### src/trap_pkg.sv
`default_nettype none

package trap_pkg;

  //////////////////////////////
  // Widths
  //////////////////////////////

  // PC values and CSR write data share this width
  typedef logic [31:0] addr_t;
  // One bit per interrupt line in the same layout as the mie CSR
  typedef logic [15:0] irq_vec_t;
  typedef logic [4:0]  exc_code_t;
  typedef logic [31:0] count_t;

  // Synchronous exception codes as reported in mcause
  localparam exc_code_t EXC_INSTR_FAULT     = 5'd1;
  localparam exc_code_t EXC_ILLEGAL_INSN    = 5'd2;
  localparam exc_code_t EXC_BREAKPOINT      = 5'd3;
  localparam exc_code_t EXC_ECALL_MMODE     = 5'd11;
  localparam exc_code_t EXC_INSTR_BUS_FAULT = 5'd24;

  //////////////////////////////
  // Bundles
  //////////////////////////////

  typedef struct packed {
    logic      interrupt;
    exc_code_t exception_code;
  } mcause_t;

  // The instruction at writeback with its fault and system flags
  typedef struct packed {
    logic  valid;
    addr_t pc;
    logic  mpu_err;
    logic  bus_err;
    logic  illegal;
    logic  ecall;
    logic  ebrk;
    logic  mret;
  } wb_instr_t;

  typedef enum logic [1:0] {
    CSR_MIE,
    CSR_MSTATUS,
    CSR_MEPC
  } csr_sel_e;

  typedef struct packed {
    logic     en;
    csr_sel_e sel;
    addr_t    data;
  } csr_wr_t;

  // Decision for the current writeback slot that the CSRs, counter and FSM all read
  typedef struct packed {
    logic    take;
    mcause_t cause;
    addr_t   epc;
    logic    retire;
    logic    mret;
  } trap_req_t;

  typedef enum logic [1:0] {
    ST_RUN,
    ST_TRAP,
    ST_HALT
  } ctrl_state_e;

endpackage

`default_nettype wire

### src/retire_counter.sv
`timescale 1ns/1ps
`default_nettype none

module retire_counter (
  input  logic                clk,
  input  logic                rst_ni,
  input  trap_pkg::trap_req_t req_i,
  input  logic                debug_step_i,
  output trap_pkg::count_t    minstret_o,
  output logic                step_done_o
);

  import trap_pkg::*;

  count_t minstret_q;
  logic   step_pend_q;
  logic   step_win;

  // Counts every retirement and never a trap
  always_ff @(posedge clk or negedge rst_ni) begin
    if (!rst_ni) begin
      minstret_q <= '0;
    end else if (req_i.retire) begin
      minstret_q <= minstret_q + count_t'(1);
    end
  end

  //////////////////////////////
  // Step window
  //////////////////////////////

  // A trap taken while stepping keeps the step open into the handler
  always_ff @(posedge clk or negedge rst_ni) begin
    if (!rst_ni) begin
      step_pend_q <= 1'b0;
    end else if (step_done_o) begin
      step_pend_q <= 1'b0;
    end else if (req_i.take && debug_step_i) begin
      step_pend_q <= 1'b1;
    end
  end

  assign step_win = debug_step_i | step_pend_q;

  // Only a real retirement closes the step
  assign step_done_o = req_i.retire & step_win;
  assign minstret_o  = minstret_q;

endmodule

`default_nettype wire

### src/trap_cause_sel.sv
`timescale 1ns/1ps
`default_nettype none

module trap_cause_sel (
  input  trap_pkg::wb_instr_t wb_i,
  input  trap_pkg::irq_vec_t  irq_i,
  input  trap_pkg::irq_vec_t  mie_i,
  input  logic                mstatus_mie_i,
  input  logic                accept_i,
  output trap_pkg::trap_req_t req_o
);

  import trap_pkg::*;

  irq_vec_t  irq_en;
  logic      irq_hit;
  exc_code_t irq_idx;
  logic      exc_hit;
  exc_code_t exc_code;
  logic      fire;

  // Only a valid instruction seen while the controller is running is decided on
  assign fire = wb_i.valid & accept_i;

  // Pending lines that are also enabled in mie
  assign irq_en  = irq_i & mie_i;
  // The global enable in mstatus gates all of them at once
  assign irq_hit = mstatus_mie_i & (|irq_en);

  // Scan from the top down so the lowest set index is the one left standing
  always_comb begin : irq_prio
    irq_idx = '0;
    for (int i = 15; i >= 0; i--) begin
      if (irq_en[i]) begin
        irq_idx = exc_code_t'(i);
      end
    end
  end

  // Fetch faults first, then decode faults, then the system instructions
  always_comb begin : exc_prio
    exc_hit  = 1'b1;
    exc_code = EXC_INSTR_FAULT;
    if (wb_i.mpu_err) begin
      exc_code = EXC_INSTR_FAULT;
    end else if (wb_i.bus_err) begin
      exc_code = EXC_INSTR_BUS_FAULT;
    end else if (wb_i.illegal) begin
      exc_code = EXC_ILLEGAL_INSN;
    end else if (wb_i.ecall) begin
      exc_code = EXC_ECALL_MMODE;
    end else if (wb_i.ebrk) begin
      exc_code = EXC_BREAKPOINT;
    end else begin
      exc_hit = 1'b0;
    end
  end

  //////////////////////////////
  // Request
  //////////////////////////////

  always_comb begin : build_req
    req_o = '0;
    if (fire) begin
      // Both trap kinds keep the PC of the instruction that did not retire
      req_o.epc = wb_i.pc;
      if (irq_hit) begin
        req_o.take                 = 1'b1;
        req_o.cause.interrupt      = 1'b1;
        req_o.cause.exception_code = irq_idx;
      end else if (exc_hit) begin
        req_o.take                 = 1'b1;
        req_o.cause.exception_code = exc_code;
      end else begin
        // A clean instruction retires, and MRET is one of those
        req_o.retire = 1'b1;
        req_o.mret   = wb_i.mret;
      end
    end
  end

endmodule

`default_nettype wire

### src/trap_csr_regs.sv
`timescale 1ns/1ps
`default_nettype none

module trap_csr_regs (
  input  logic                clk,
  input  logic                rst_ni,
  input  trap_pkg::trap_req_t req_i,
  input  trap_pkg::csr_wr_t   csr_wr_i,
  output trap_pkg::irq_vec_t  mie_o,
  output logic                mstatus_mie_o,
  output trap_pkg::addr_t     mepc_o,
  output trap_pkg::mcause_t   mcause_o
);

  import trap_pkg::*;

  irq_vec_t mie_q;
  logic     mstatus_mie_q;
  logic     mstatus_mpie_q;
  addr_t    mepc_q;
  mcause_t  mcause_q;

  logic     wr_mie;
  logic     wr_mstatus;
  logic     wr_mepc;

  // Decode of the software write port
  assign wr_mie     = csr_wr_i.en && (csr_wr_i.sel == CSR_MIE);
  assign wr_mstatus = csr_wr_i.en && (csr_wr_i.sel == CSR_MSTATUS);
  assign wr_mepc    = csr_wr_i.en && (csr_wr_i.sel == CSR_MEPC);

  //////////////////////////////
  // Interrupt enable
  //////////////////////////////

  // Traps never touch mie, so a write here always lands
  always_ff @(posedge clk or negedge rst_ni) begin
    if (!rst_ni) begin
      mie_q <= '0;
    end else if (wr_mie) begin
      mie_q <= csr_wr_i.data[15:0];
    end
  end

  //////////////////////////////
  // mstatus
  //////////////////////////////

  // Trap entry stacks the global enable, MRET unstacks it
  always_ff @(posedge clk or negedge rst_ni) begin
    if (!rst_ni) begin
      mstatus_mie_q  <= 1'b0;
      mstatus_mpie_q <= 1'b0;
    end else if (req_i.take) begin
      mstatus_mpie_q <= mstatus_mie_q;
      mstatus_mie_q  <= 1'b0;
    end else if (req_i.mret) begin
      mstatus_mie_q  <= mstatus_mpie_q;
      mstatus_mpie_q <= 1'b1;
    end else if (wr_mstatus) begin
      // Bit 3 is the global interrupt enable
      mstatus_mie_q <= csr_wr_i.data[3];
    end
  end

  //////////////////////////////
  // Trap state
  //////////////////////////////

  // The trap wins over a software write in the same cycle
  always_ff @(posedge clk or negedge rst_ni) begin
    if (!rst_ni) begin
      mepc_q <= '0;
    end else if (req_i.take) begin
      mepc_q <= req_i.epc;
    end else if (wr_mepc) begin
      mepc_q <= csr_wr_i.data;
    end
  end

  // Only hardware writes mcause
  always_ff @(posedge clk or negedge rst_ni) begin
    if (!rst_ni) begin
      mcause_q <= '0;
    end else if (req_i.take) begin
      mcause_q <= req_i.cause;
    end
  end

  assign mie_o         = mie_q;
  assign mstatus_mie_o = mstatus_mie_q;
  assign mepc_o        = mepc_q;
  assign mcause_o      = mcause_q;

endmodule

`default_nettype wire

### src/trap_ctrl_fsm.sv
`timescale 1ns/1ps
`default_nettype none

module trap_ctrl_fsm #(
  parameter trap_pkg::addr_t MTVEC_BASE = 32'h0000_0100
) (
  input  logic                clk,
  input  logic                rst_ni,
  input  trap_pkg::trap_req_t req_i,
  input  logic                step_done_i,
  input  logic                debug_resume_i,
  input  trap_pkg::addr_t     mepc_i,
  output logic                accept_o,
  output logic                trap_o,
  output logic                mret_o,
  output trap_pkg::addr_t     redirect_pc_o,
  output logic                stall_o,
  output logic                debug_mode_o
);

  import trap_pkg::*;

  ctrl_state_e state_q;
  ctrl_state_e state_d;
  logic        mret_q;

  //////////////////////////////
  // Next state
  //////////////////////////////

  always_comb begin : next_state
    state_d = state_q;
    unique case (state_q)
      ST_RUN: begin
        // A trap and a step retirement cannot both happen in one slot
        if (req_i.take) begin
          state_d = ST_TRAP;
        end else if (step_done_i) begin
          state_d = ST_HALT;
        end
      end
      ST_TRAP: begin
        // One cycle for the redirect to the vector, then the handler runs
        state_d = ST_RUN;
      end
      ST_HALT: begin
        if (debug_resume_i) begin
          state_d = ST_RUN;
        end
      end
      default: begin
        state_d = ST_RUN;
      end
    endcase
  end

  always_ff @(posedge clk or negedge rst_ni) begin
    if (!rst_ni) begin
      state_q <= ST_RUN;
    end else begin
      state_q <= state_d;
    end
  end

  // MRET is reported the cycle after it retires, also when a step halt follows
  always_ff @(posedge clk or negedge rst_ni) begin
    if (!rst_ni) begin
      mret_q <= 1'b0;
    end else begin
      mret_q <= req_i.mret;
    end
  end

  //////////////////////////////
  // Outputs
  //////////////////////////////

  // Writeback is only consumed while running
  assign accept_o     = (state_q == ST_RUN);
  assign trap_o       = (state_q == ST_TRAP);
  assign stall_o      = (state_q != ST_RUN);
  assign debug_mode_o = (state_q == ST_HALT);
  assign mret_o       = mret_q;

  // Vector on trap entry, otherwise the return address held in mepc
  assign redirect_pc_o = trap_o ? MTVEC_BASE : mepc_i;

endmodule

`default_nettype wire

### src/trap_unit.sv
`timescale 1ns/1ps
`default_nettype none

module trap_unit #(
  parameter trap_pkg::addr_t MTVEC_BASE = 32'h0000_0100
) (
  input  logic                clk,
  input  logic                rst_ni,
  input  trap_pkg::wb_instr_t wb_i,
  input  trap_pkg::irq_vec_t  irq_i,
  input  trap_pkg::csr_wr_t   csr_wr_i,
  input  logic                debug_step_i,
  input  logic                debug_resume_i,
  output logic                trap_o,
  output logic                mret_o,
  output trap_pkg::addr_t     redirect_pc_o,
  output logic                stall_o,
  output logic                debug_mode_o,
  output trap_pkg::addr_t     mepc_o,
  output trap_pkg::mcause_t   mcause_o,
  output logic                mstatus_mie_o,
  output trap_pkg::count_t    minstret_o
);

  import trap_pkg::*;

  trap_req_t req;
  irq_vec_t  mie;
  logic      accept;
  logic      step_done;

  //////////////////////////////
  // Decision
  //////////////////////////////

  // Reads the live CSR state, so an enable change takes effect the next cycle
  trap_cause_sel u_cause_sel (
    .wb_i          (wb_i),
    .irq_i         (irq_i),
    .mie_i         (mie),
    .mstatus_mie_i (mstatus_mie_o),
    .accept_i      (accept),
    .req_o         (req)
  );

  //////////////////////////////
  // State
  //////////////////////////////

  trap_csr_regs u_csr_regs (
    .clk           (clk),
    .rst_ni        (rst_ni),
    .req_i         (req),
    .csr_wr_i      (csr_wr_i),
    .mie_o         (mie),
    .mstatus_mie_o (mstatus_mie_o),
    .mepc_o        (mepc_o),
    .mcause_o      (mcause_o)
  );

  retire_counter u_retire_counter (
    .clk          (clk),
    .rst_ni       (rst_ni),
    .req_i        (req),
    .debug_step_i (debug_step_i),
    .minstret_o   (minstret_o),
    .step_done_o  (step_done)
  );

  // Controller closes the loop through accept
  trap_ctrl_fsm #(
    .MTVEC_BASE (MTVEC_BASE)
  ) u_ctrl_fsm (
    .clk            (clk),
    .rst_ni         (rst_ni),
    .req_i          (req),
    .step_done_i    (step_done),
    .debug_resume_i (debug_resume_i),
    .mepc_i         (mepc_o),
    .accept_o       (accept),
    .trap_o         (trap_o),
    .mret_o         (mret_o),
    .redirect_pc_o  (redirect_pc_o),
    .stall_o        (stall_o),
    .debug_mode_o   (debug_mode_o)
  );

endmodule

`default_nettype wire
### config.mk
export PLATFORM = sky130hd
export DESIGN_NAME = trap_unit
export DESIGN_NICKNAME = d
export VERILOG_FILES = /design/src/trap_pkg.sv /design/src/retire_counter.sv /design/src/trap_cause_sel.sv /design/src/trap_csr_regs.sv /design/src/trap_ctrl_fsm.sv /design/src/trap_unit.sv
export SDC_FILE = /design/constraint.sdc
export NUM_CORES = 1
export LEC_CHECK = 0
export BUFFER_PORTS_ARGS = -buffer_cell sky130_fd_sc_hd__clkbuf_2
export CAP_MARGIN = 25
export CORE_MARGIN = 2
export CORE_UTILIZATION = 50
export CTS_CLUSTER_DIAMETER = 50
export DETAILED_ROUTE_END_ITERATION = 12
export GPL_ROUTABILITY_DRIVEN = 0
export GPL_TIMING_DRIVEN = 0
export PLACE_DENSITY = 0.93
export SLEW_MARGIN = 0
export SYNTH_ARGS = -nofsm -noshare
export SYNTH_HDL_FRONTEND = slang
export SYNTH_SLANG_ARGS = --single-unit
### constraint.sdc
create_clock -name clk -period 4.2 [get_ports clk]
set_clock_uncertainty 0.1 [all_clocks]
set_input_delay 0.84 -clock clk [delete_from_list [all_inputs] [get_ports clk]]
set_output_delay 0.84 -clock clk [all_outputs]
set_load 0.005 [all_outputs]
After elaboration in Yosys (flattened, before gate mapping)
Index checks and enable logic that the tools add are counted.

Register bits after elaboration: 92. Input port bits: 94. Output and inout bits: 107. Word-level logic and storage cells: 83.

Add/sub/neg operators: 1. Equal/unequal tests: 6. Mux-type cells: 48. Bitwise operators: 5. Reduce and logical (&&, ||, !) cells: 13.

Operators by type and width (number): $mux 32 (3); $mux 4 (16); $mux 41 (1); $add 32x1->32 const B (1); $mux 5 (6); $and 16x16->16 (1); $reduce_or 16->1 (1); $mux 1 (15); $mux 2 (6); $reduce_bool 2->1 (4); $eq 2x1->1 const B (2); $eq 2x2->1 const B (2); $logic_and 1x1->1 (4); $logic_not 2->1 (2); $pmux 2 s2 (1); $and 1x1->1 (3); $ne 3x2->1 const B (1); $reduce_bool 3->1 (1); $ne 2x2->1 const B (1); $reduce_and 2->1 (1); $or 1x1->1 (1).

Depth between registers and ports, before layout
Gate-level depths: netlist (run 1).

Depth in word-level cells: 23. Gate-level depth with buffers: 7.

Hierarchy
A second synthesis (run 1) with hierarchy kept.

Cells, all modules: 453. Area, all modules: 4961.0 um2.

Modules (own cells, without submodules): trap_csr_regs (instances 1, cells each 188, area each 2422.3 um2); retire_counter (instances 1, cells each 126, area each 1516.5 um2); trap_cause_sel (instances 1, cells each 92, area each 598.1 um2); trap_ctrl_fsm (instances 1, cells each 47, area each 424.2 um2).

Least setup slack after synthesis (run 1)
OpenSTA, ideal clock, no wires.

Path kind: input port to flip-flop. From: input irq_i[4]. To: register u_csr_regs.mepc_q[21] (netlist: u_csr_regs.mepc_o[21]). Setup time: 0.134 ns. Arrival: 2.327 ns. Path slack: 1.639 ns. Stages: 7. Path buffers: 2. Cell sequence: a22o_1 -> o41ai_4 -> a31oi_1 -> clkbuf_1 -> buf_2 -> nand2_1 -> o21ai_0.

Longest elaborated chain between the ends: 6.

Ends and longest elaborated chain: start: declaration (line trap_unit.sv:10) `input trap_pkg::irq_vec_t irq_i,`; $and 16x16->16 (*) (line trap_cause_sel.sv:26) `assign irq_en = irq_i & mie_i;`; $reduce_or 16->1 (*) (line trap_cause_sel.sv:28) `assign irq_hit = mstatus_mie_i & (|irq_en);`; $and 1x1->1 (*) (line trap_cause_sel.sv:28); $mux 1 (*) (line trap_cause_sel.sv:68) `if (irq_hit) begin`; $mux 41 (*) (line trap_cause_sel.sv:65) `if (fire) begin`; $mux 32 or $reduce_bool 2->1 (tied branches); end signal: assignment (line trap_csr_regs.sv:75) `mepc_q <= req_i.epc;`; end signal: assignment (line trap_csr_regs.sv:77) `mepc_q <= csr_wr_i.data;`; end: declaration (line trap_csr_regs.sv:20) `addr_t mepc_q;`.

Every way passes the cells marked *; elsewhere a longest branch is shown, timed or not. A chain may end at the register's enable or synchronous reset.

Worst setup path after layout (run 1)
From: register u_ctrl_fsm.state_q[1]. To: output redirect_pc_o[7].

Longest elaborated chain between the ends: 2.

Ends and longest elaborated chain: start: declaration (line trap_ctrl_fsm.sv:23) `ctrl_state_e state_q;`; start signal: assignment (line trap_ctrl_fsm.sv:61) `state_q <= state_d;`; $eq 2x1->1 (line trap_ctrl_fsm.sv:80) `assign trap_o = (state_q == ST_TRAP);`; $mux 32 (line trap_ctrl_fsm.sv:86) `assign redirect_pc_o = trap_o ? MTVEC_BASE : mepc_i;`; end: declaration (line trap_unit.sv:16) `output trap_pkg::addr_t redirect_pc_o,`.

No other way between the ends.

==> results of run 1 <==
-- final cells by class --
type | instances | area, µm²
buffer | 16 | 62.6
clock inverter | 5 | 58.8
multi-input combinational | 326 | 2210
tap | 111 | 139
sequential | 92 | 2300
fill | 748 | 3100
clock buffer | 11 | 151
timing repair buffer | 201 | 1030
inverter | 14 | 52.6
-- state kept, by name, indices dropped and copies added, names as in the netlist --
signal                        flops
u_csr_regs.mepc_o                32
u_csr_regs.mstatus_mpie_q         1
u_csr_regs.mie_o                 16
u_csr_regs.mstatus_mie_o          1
u_ctrl_fsm.mret_o                 1
u_retire_counter.minstret_o      32
u_ctrl_fsm.state_q                2
u_csr_regs.mcause_o               6
u_retire_counter.step_pend_q      1
-- path summary, 6_finish.rpt --
check / slack, ns / end / depth (start not counted)
worst max-delay path: 1.38 / redirect_pc_o[7] / 4
worst max register to register: 1.61 / u_csr_regs.mepc_o[27] / 7
max in group asynchronous: 2.98 / u_csr_regs.mcause_o[2] / 2
worst min register to register: 0.37 / u_retire_counter.minstret_o[31] / 1
worst min-delay path: 0.34 / u_retire_counter.minstret_o[29] / 1
min in group clk: 0.37 / u_retire_counter.minstret_o[31] / 1
-- layout by cell type (no fill, tap or decap), drive strengths merged, types with 2 or more instances in the layout --
master    instances
a21oi            10
a22o             10
a22oi             2
a31oi             4
and2             31
and3              4
and4              2
buf               3
clkbuf          225
clkinvlp          2
dfrtp            92
inv              15
mux2             17
mux2i            33
nand2            55
nand2b            2
nand3             9
nand3b            2
nand4             8
nor2             20
nor3             17
nor3b             2
nor4              7
o21ai            35
o22ai             3
o41a              2
o41ai             2
or3               3
xnor2            11
xor2             20
-- power by group --
| part | total, mW | switching, mW | internal [mW] |
|---|---|---|---|
| Sequential | 1.08 | 0.0900 | 0.985 |
| Clock | 0.627 | 0.318 | 0.309 |
| Combinational | 0.503 | 0.260 | 0.243 |
-- metal layers --
metal	up-vias	share of wire, %	GRT usage (%)
met5	-	0	0
met4	0	3.5	11.0
met3	45	4.8	3.69
met2	178	48	44.5
met1	2172	43	38.1
li1	2011	-	-
-- critical path: stages (launching register included) --
cell	delay, ns
dfrtp_1	0.38
nand2b_1	0.33
clkbuf_1	0.48
and2_1	0.22
clkbuf_2	0.12
-- kinds of logic (layout without fill, tap and decap cells) --
| group | after synthesis | count (layout) |
|---|---|---|
| and+or+nand+nor | 166 | 166 |
| DFF | 92 | 92 |
| AOI/OAI and AO/OA | 78 | 78 |
| muxes | 50 | 50 |
| xor gates and xnor gates | 31 | 31 |
| buffers and inverters | 30 | 247 |
| adders and majority gates | 1 | 1 |
==> run_results.csv, run 1 <==
group,metric,value,unit
layout,stdcell_count,776,
worst_setup_path,critical_path_class,"flip-flop to output pin",
synth,synth.most_common_cell,"dfrtp_1",
floorplan,core,0.00911,mm²
global_routing,grt_pass1_wl,21600,µm
synth,ys_seq_elements,92,
floorplan,die_h,100,µm
synth,synth_top_area_cell,"dfrtp_1",
sta,finalHoldViolCount,0,
layout,final_area,0.00600,mm²
clock_network,cts_sinks,92,
floorplan,start_util,50.8,%
outcome,outcome,"finished, final reports clean",
sta,tns,0,ns
synth,syn_inst,448,
detailed_routing,viasPerCell,5.68,
global_routing,groute.usage.overall,27.6,%
power,power_density,367,mW/mm²
power,leakage,3.24,nW
sta,worst_slew_margin_rel,33.0,%
placed_design,hpwl,11000,µm
sta,setup_slack,1.38,ns
synth,synthTopCellsByCount,"92 x dfrtp_1, 55 x nand2_1, 33 x mux2i_1, 33 x o21ai_0, 31 x and2_1",
clock_network,cts_hold_buf,0,
clock_network,clock_latency,0.35,ns
layout,fin_util,65.9,%
synth,synth_fa_ha_area_share,0.271,%
clock_network,cts_setup_buffers,0,
global_routing,grt_max_degree,63,
synth,synth_area_leaders,"dfrtp_1 50%, mux2i_1 7.1%, nand2_1 4.5%",
sta,tightest_slew,1.00,ns
hold_path,hp-class,"input port to asynchronous set/reset pin",
synth,synth-simple-area-share,18.8,%
synth,synth_top_family_by_area,"simple AND/OR/NAND/NOR gates",
power,peakVddDrop,0.217,mV
global_routing,grt_pass1_vias,4348,
detailed_routing,drt_iter0_markers,363,
synth,synth_ff_type,"dfrtp_1",
sta,rsz0062_at_grt,"no",
floorplan,die_x,100,µm
clock_network,htreeDepth,3,
worst_setup_path,startpoint,"u_ctrl_fsm.state_q[1]",
layout,num_antenna_cells,0,
detailed_routing,firstDrtPassIters,5,
clock_network,post_cts_resized,0,
clock_network,root_buffer,"clkbuf_8",
synth,synth_area,0.00462,mm²
sta,fin_crit,2.82,ns
worst_setup_path,crit_required,3.26,ns
detailed_routing,routed_wl,14000,µm
floorplan,io_pins,201,
clock_network,cts_buffers,9,
worst_setup_path,endpoint_kind,"output pin",
global_routing,grt_overflow_total,0,
floorplan,die_area,0.0100,mm²
synth,synth_compound_area_share,11.6,%
clock_network,cts_tree,"built",
clock_network,clockBufferDepth,2,
synth,synth_edf_count,0,
layout,area_growth,29.8,%
sta,setup_viol,0,
layout,layout-drive-gt1-share,37.0,%
placed_design,dp.cells,760,
synth,syn-mean-instance-area,10.3,µm²
clock_network,clkTransAtPathRegs,0.10,ns
floorplan,rows,35,
sta,hold_slack,0.341,ns
synth,synth_xor_area_share,5.87,%
worst_setup_path,r2r_start,"u_csr_regs.mie_o[4]",
flow_run,drv_cap,0,
placed_design,post-place-ws,1.06,ns
sta,fmax,0.355,GHz
synth,syn-num-nets,543,
worst_setup_path,critPathLaunchType,"flip-flop",
layout,nets,755,
global_routing,antenna_found_initial,0,
worst_setup_path,arrival,1.88,ns
synth,synth_top_area_share,49.8,%
detailed_routing,postRouteAntennaNets,0,
synth,yosys_warnings,0,
synth,synth_seq_area_share,49.8,%
placed_design,portBuffers,200,
synth,muxShareOfSynthArea,11.3,%
synth,synth_cell_types,49,
sta,timing.final.crit_share,67.1,%
sta,finalMaxSlewViolations,0,
synth,async_flop_share,100,%
detailed_routing,post_drt_wl_per_cell,18.0,µm
placed_design,placed_cell_area,0.00579,mm²
detailed_routing,vias,4406,
power,finalPower,2.21,mW
detailed_routing,drc_errors,0,
worst_setup_path,critPathMaxFanout,10,
Note: power is estimated with default switching activity, not from simulation.
==> run 2, diff against run 1 <==
CORE_UTILIZATION = 48   (was 50)
PLACE_DENSITY = 0.9   (was 0.93)
clock period = 2.61 ns   (was 4.2 ns; I/O delays follow)
==> run 2 against run 1 <==
Clock-buffer cell count is 2 lower. Via count fell by 1.5%. Total power is 64% higher. Critical path depth rose by 3. Core utilization is 0.64 points lower. Clock power grew 72%. Largest cell class unchanged. Flip-flop and latch count is the same. Sequential share of layout area shrank 0.36 points. First-iteration DRC count shrank 40%. Register-to-register slack got worse by 1.4 ns.
==> run_results.csv, run 2 (synthesized netlist as in run 1, its figures left out) <==
group,metric,value,unit
layout,num_antenna_cells,0,
power,leakage,3.25,nW
sta,finalHoldViolCount,0,
worst_setup_path,ff2ff_setup_slack,0.16,ns
global_routing,grt_max_degree,49,
worst_setup_path,arrival,2.60,ns
floorplan,start_util,49.8,%
power,p_switching,1.09,mW
detailed_routing,drt_iter0_markers,217,
detailed_routing,firstDrtPassIters,6,
detailed_routing,postRouteAntennaNets,0,
clock_network,root_buffer,"clkbuf_8",
worst_setup_path,critPathLaunchType,"flip-flop",
clock_network,clock_latency,0.36,ns
clock_network,cts_tree,"built",
detailed_routing,viasPerCell,5.44,
floorplan,die_h,102,µm
clock_network,htreeDepth,3,
power,p_comb_share,22.4,%
sta,setup_viol,0,
power,seq_power_share,47.9,%
floorplan,die_x,102,µm
worst_setup_path,endpoint_kind,"flip-flop",
power,p_int,2.53,mW
worst_setup_path,critPathMaxFanout,10,
sta,timing.final.crit_share,93.8,%
global_routing,grt_pass1_vias,4171,
flow_run,drv_cap,0,
global_routing,grt_pass1_wl,20900,µm
detailed_routing,routed_wl,13600,µm
floorplan,die_area,0.0104,mm²
global_routing,groute.usage.overall,26.0,%
power,finalPower,3.62,mW
layout,layout_commonest_cell,"clkbuf_2",
clock_network,clockBufferDepth,2,
clock_network,post_cts_resized,0,
sta,rsz0062_at_grt,"no",
sta,fin_crit,2.45,ns
clock_network,cts_hold_buf,0,
detailed_routing,post_drt_wl_per_cell,17.1,µm
clock_network,cts_sinks,92,
detailed_routing,vias,4339,
floorplan,core,0.00928,mm²
worst_setup_path,crit_required,2.76,ns
clock_network,clkTransAtPathRegs,0.09,ns
worst_setup_path,critical_path_class,"flip-flop to flip-flop",
layout,layout-drive-gt1-share,37.3,%
layout,layout_common_cells,"199 x clkbuf_2, 92 x dfrtp_1, 55 x nand2_1",
sta,finalMaxSlewViolations,0,
power,p_clk_share,29.7,%
layout,nets,758,
floorplan,rows,35,
layout,area_growth,31.1,%
power,p_sw_share,30.2,%
global_routing,grt_overflow_total,0,
clock_network,cts_buffers,9,
layout,fin_util,65.3,%
sta,tightest_slew,1.01,ns
placed_design,portBuffers,200,
placed_design,hpwl,10500,µm
detailed_routing,drc_errors,0,
power,peakVddDrop,0.326,mV
outcome,outcome,"finished, final reports clean",
global_routing,antenna_found_initial,0,
sta,worst_slew_margin_rel,32.7,%
hold_path,hp-class,"input port to asynchronous set/reset pin",
sta,fmax,0.408,GHz
floorplan,io_pins,201,
power,power_density,597,mW/mm²
-- run 2: cell types whose count changed in the layout (fill, tap and decap cells not counted) --
cell and delta:
inv_6 +1, clkbuf_8 -2, bufinv_16 +1, buf_4 +3
-- run 2: per-layer routing --
layer | track usage, % | part of all wire (%) | up-vias
met5 | 0 | 0 | -
met2 | 42.2 | 49 | 161
met4 | 8.00 | 2.1 | 0
met3 | 5.06 | 5.8 | 24
met1 | 35.5 | 43 | 2145
li1 | - | - | 2009
-- run 2: per-stage QoR --
step	instances	TNS [ns]	hold slack (ns)	setup slack (ns)	cell area, µm²
floorplan	448	0	0.126	0.367	4620
global placement	777	-20.03	0.356	-0.196	5790
detailed placement	778	-4.52	0.365	-0.243	5820
CTS	795	0	0.133	0.0145	6050
global route	797	0	0.157	0.0211	6060
finish	797	0	0.115	0.162	6060
-- run 2: repair_timing --
action / CTS / global route
pin swaps: 1 / 1
endpoints found under the setup margin: 4 / 21
buffers inserted: 1 / 2
-- run 2: path summary, 6_finish.rpt --
check                                           startpoint                               to  cells after the start
setup / recovery                       u_csr_regs.mie_o[9]            u_csr_regs.mepc_o[21]                      7
hold / removal                                      rst_ni            u_csr_regs.mepc_o[19]                      1
setup reg to reg                       u_csr_regs.mie_o[9]            u_csr_regs.mepc_o[21]                      7
hold reg to reg            u_retire_counter.minstret_o[31]  u_retire_counter.minstret_o[31]                      1
max in group asynchronous                           rst_ni           u_csr_regs.mcause_o[2]                      2
min in group clk                                   wb_i[8]             u_csr_regs.mepc_o[2]                      3
-- run 2: layout make-up --
class                      instances  area, µm²
buffer                            16       62.6
clock buffer                       9        124
clock inverter                     7       97.6
fill                             745       3220
inverter                          14       52.6
multi-input combinational        326       2210
sequential                        92       2300
tap                              129        161
timing repair buffer             204       1050
-- run 2: power by group through the flow --
stage | logic, mW | registers [mW] | clock network [mW]
after floorplan | 0.392 | 1.73 | 0
after global placement | 0.771 | 1.74 | 0
after detailed placement | 0.800 | 1.76 | 0
after CTS | 0.808 | 1.73 | 1.09
after global routing | 0.892 | 1.75 | 1.14
final | 0.811 | 1.73 | 1.08
-- run 2: critical path, cell delays in order, from the launching register on --
cell and delay (ns):
dfrtp_1 0.42, a22o_1 0.28, o41ai_4 0.12, a31oi_1 0.47
clkbuf_1 0.45, buf_2 0.32, nand2_1 0.09, o21ai_0 0.10
==> run 3, diff against run 2 <==
ABC_AREA = 1   (was unset)
CORE_UTILIZATION = 49   (was 48)
==> run 3 against run 2 <==
Flip-flop and latch count unchanged. First-iteration DRC count up 28%. Sequential power up 3%. Critical path depth down 2. Fmax down 1.7%. Die area up 3.5%. Register-to-register slack better by 0.24 ns. Area after synthesis up 5.8%. Setup slack worse by 0.042 ns. Total power up 8.4%. Core utilization down 0.30 points.
==> run_results.csv, run 3 <==
group,metric,value,unit
outcome,outcome,"finished, final reports clean",
synth,synth.most_common_cell,"nand2_1",
detailed_routing,post_drt_wl_per_cell,15.0,µm
clock_network,htreeDepth,3,
sta,tns,0,ns
layout,final_area,0.00632,mm²
synth,synth_top_area_share,47.1,%
synth,yosys_warnings,0,
clock_network,cts_hold_buf,0,
global_routing,grt_pass1_vias,4644,
global_routing,groute.usage.overall,26.1,%
layout,layout_commonest_cell,"clkbuf_2",
detailed_routing,firstDrtPassIters,5,
sta,fin_crit,2.49,ns
layout,n_fill_cell,802,
detailed_routing,viasPerCell,5.24,
global_routing,grt_overflow_total,0,
worst_setup_path,critical_path_class,"flip-flop to output pin",
synth,synthTopCellsByCount,"136 x nand2_1, 92 x dfrtp_1, 69 x inv_1",
power,leakage,3.44,nW
sta,finalMaxSlewViolations,0,
clock_network,clkTransAtPathRegs,0.10,ns
detailed_routing,routed_wl,14000,µm
clock_network,clock_latency,0.35,ns
layout,nets,891,
sta,tightest_slew,0.562,ns
synth,synth_top_area_cell,"dfrtp_1",
floorplan,die_h,104,µm
floorplan,rows,36,
synth,async_flop_share,100,%
placed_design,portBuffers,200,
layout,area_growth,29.2,%
worst_setup_path,arrival,1.87,ns
sta,rsz0062_at_grt,"no",
detailed_routing,vias,4896,
worst_setup_path,crit_required,1.99,ns
placed_design,hpwl,11100,µm
synth,syn-mean-instance-area,8.38,µm²
sta,finalHoldViolCount,0,
floorplan,die_area,0.0108,mm²
clock_network,clockBufferDepth,2,
synth,synth_cell_types,37,
floorplan,core,0.00973,mm²
worst_setup_path,endpoint_kind,"output pin",
layout,multi_input_area,0.00224,mm²
layout,seqCellArea,0.00230,mm²
power,peakVddDrop,0.301,mV
sta,setup_viol,0,
synth,muxShareOfSynthArea,3.68,%
synth,synth_compound_area_share,8.01,%
global_routing,grt_max_degree,57,
clock_network,cts_tree,"built",
floorplan,die_x,104,µm
worst_setup_path,startpoint,"u_ctrl_fsm.state_q[0]",
layout,num_antenna_cells,0,
global_routing,grt_pass1_wl,22700,µm
synth,syn_inst,584,
detailed_routing,drc_errors,0,
global_routing,antenna_found_initial,0,
synth,synth_top_family_by_area,"simple AND/OR/NAND/NOR gates",
worst_setup_path,r2r_start,"u_retire_counter.minstret_o[15]",
synth,synth_area,0.00489,mm²
synth,synth_xor_area_share,5.55,%
clock_network,cts_sinks,92,
floorplan,start_util,50.3,%
worst_setup_path,critPathMaxFanout,10,
synth,synth_seq_area_share,47.1,%
detailed_routing,postRouteAntennaNets,0,
sta,fmax,0.402,GHz
synth,synth_area_leaders,"dfrtp_1 47%, nand2_1 10%, inv_1 5.3%",
layout,layout-drive-gt1-share,34.1,%
clock_network,cts_buffers,9,
synth,synth_edf_count,0,
placed_design,placed_cell_area,0.00609,mm²
detailed_routing,drt_iter0_markers,278,
power,power_density,621,mW/mm²
synth,synth_ff_type,"dfrtp_1",
clock_network,root_buffer,"clkbuf_8",
flow_run,drv_cap,0,
layout,layout_common_cells,"200 x clkbuf_2, 136 x nand2_1, 92 x dfrtp_1",
sta,setup_slack,0.119,ns
placed_design,post-place-ws,0.278,ns
floorplan,io_pins,201,
synth,ys_seq_elements,92,
synth,synth_fa_ha_area_share,0.256,%
sta,timing.final.crit_share,95.4,%
synth,synth-simple-area-share,28.2,%
synth,syn-num-nets,679,
worst_setup_path,critPathLaunchType,"flip-flop",
sta,worst_slew_margin_rel,62.5,%
hold_path,hp-class,"input port to asynchronous set/reset pin",
[run 3: final cells by class]
class / count / area share (%)
plain buffers: 20 / 1.35
clock buffers: 10 / 2.18
clock inverters: 6 / 1.48
inverters: 72 / 4.27
multi-input cells: 400 / 35.4
flip-flops and latches: 92 / 36.4
well taps: 133 / 2.63
repair buffers: 201 / 16.3
[run 3: final timing paths]
check / endpoint / slack [ns] / cells past startpoint
max in group asynchronous: u_retire_counter.minstret_o[15] / 1.65 / 2
min reg2reg: u_csr_regs.mcause_o[4] / 0.39 / 2
max: redirect_pc_o[6] / 0.12 / 5
min in group clk: u_ctrl_fsm.mret_o / 0.29 / 3
min: u_csr_regs.mepc_o[10] / 0.07 / 1
max reg2reg: u_retire_counter.minstret_o[30] / 0.40 / 8
[run 3: kinds of logic (layout without fill, tap and decap cells)]
| logic type | count (synthesis) | count (layout) |
|---|---|---|
| buf+inv | 92 | 309 |
| simple gates | 293 | 293 |
| xor+xnor | 31 | 31 |
| flops | 92 | 92 |
| mux | 16 | 16 |
| compound gates | 59 | 59 |
| fa+ha+maj | 1 | 1 |
[run 3: critical path: stages (launching register included)]
cell      delay [ns]
dfrtp_1         0.39
inv_1           0.10
nor2_1          0.35
clkbuf_1        0.45
nor2_1          0.10
clkbuf_2        0.13
[run 3: metrics by stage]
step	std cells	total power [mW]	hold WS (ns)	util [%]
3_3_place_gp	917	2.80	0.363	62.3
5_1_grt	934	4.15	0.0968	65.0
4_1_cts	934	3.94	0.0787	65.0
2_1_floorplan	584	2.34	0.126	-
6_report	934	3.92	0.0707	65.0
3_5_place_dp	918	2.85	0.370	62.6
[run 3: where the power goes]
group          switching (mW)  internal (mW)  total (mW)
sequential              0.158           1.63        1.79
combinational           0.595          0.447        1.04
clock                   0.516          0.575        1.09
total                    1.27           2.66        3.92
[run 3: timing repair]
item                                   CTS  global route
gates resized for setup                  0             2
setup buffers                            0             0
setup endpoints to repair                0            10
endpoints found under the hold margin    0             0
[run 3: layer usage]
layer | vias up | wire length (µm) | track usage, % | share of wire (%)
met2 | 252 | 7060 | 45.6 | 50
li1 | 2323 | - | - | -
met4 | 0 | 329 | 8.30 | 2.3
met5 | - | 0 | 0 | 0
met1 | 2291 | 5640 | 33.2 | 40
met3 | 30 | 1010 | 4.26 | 7.2
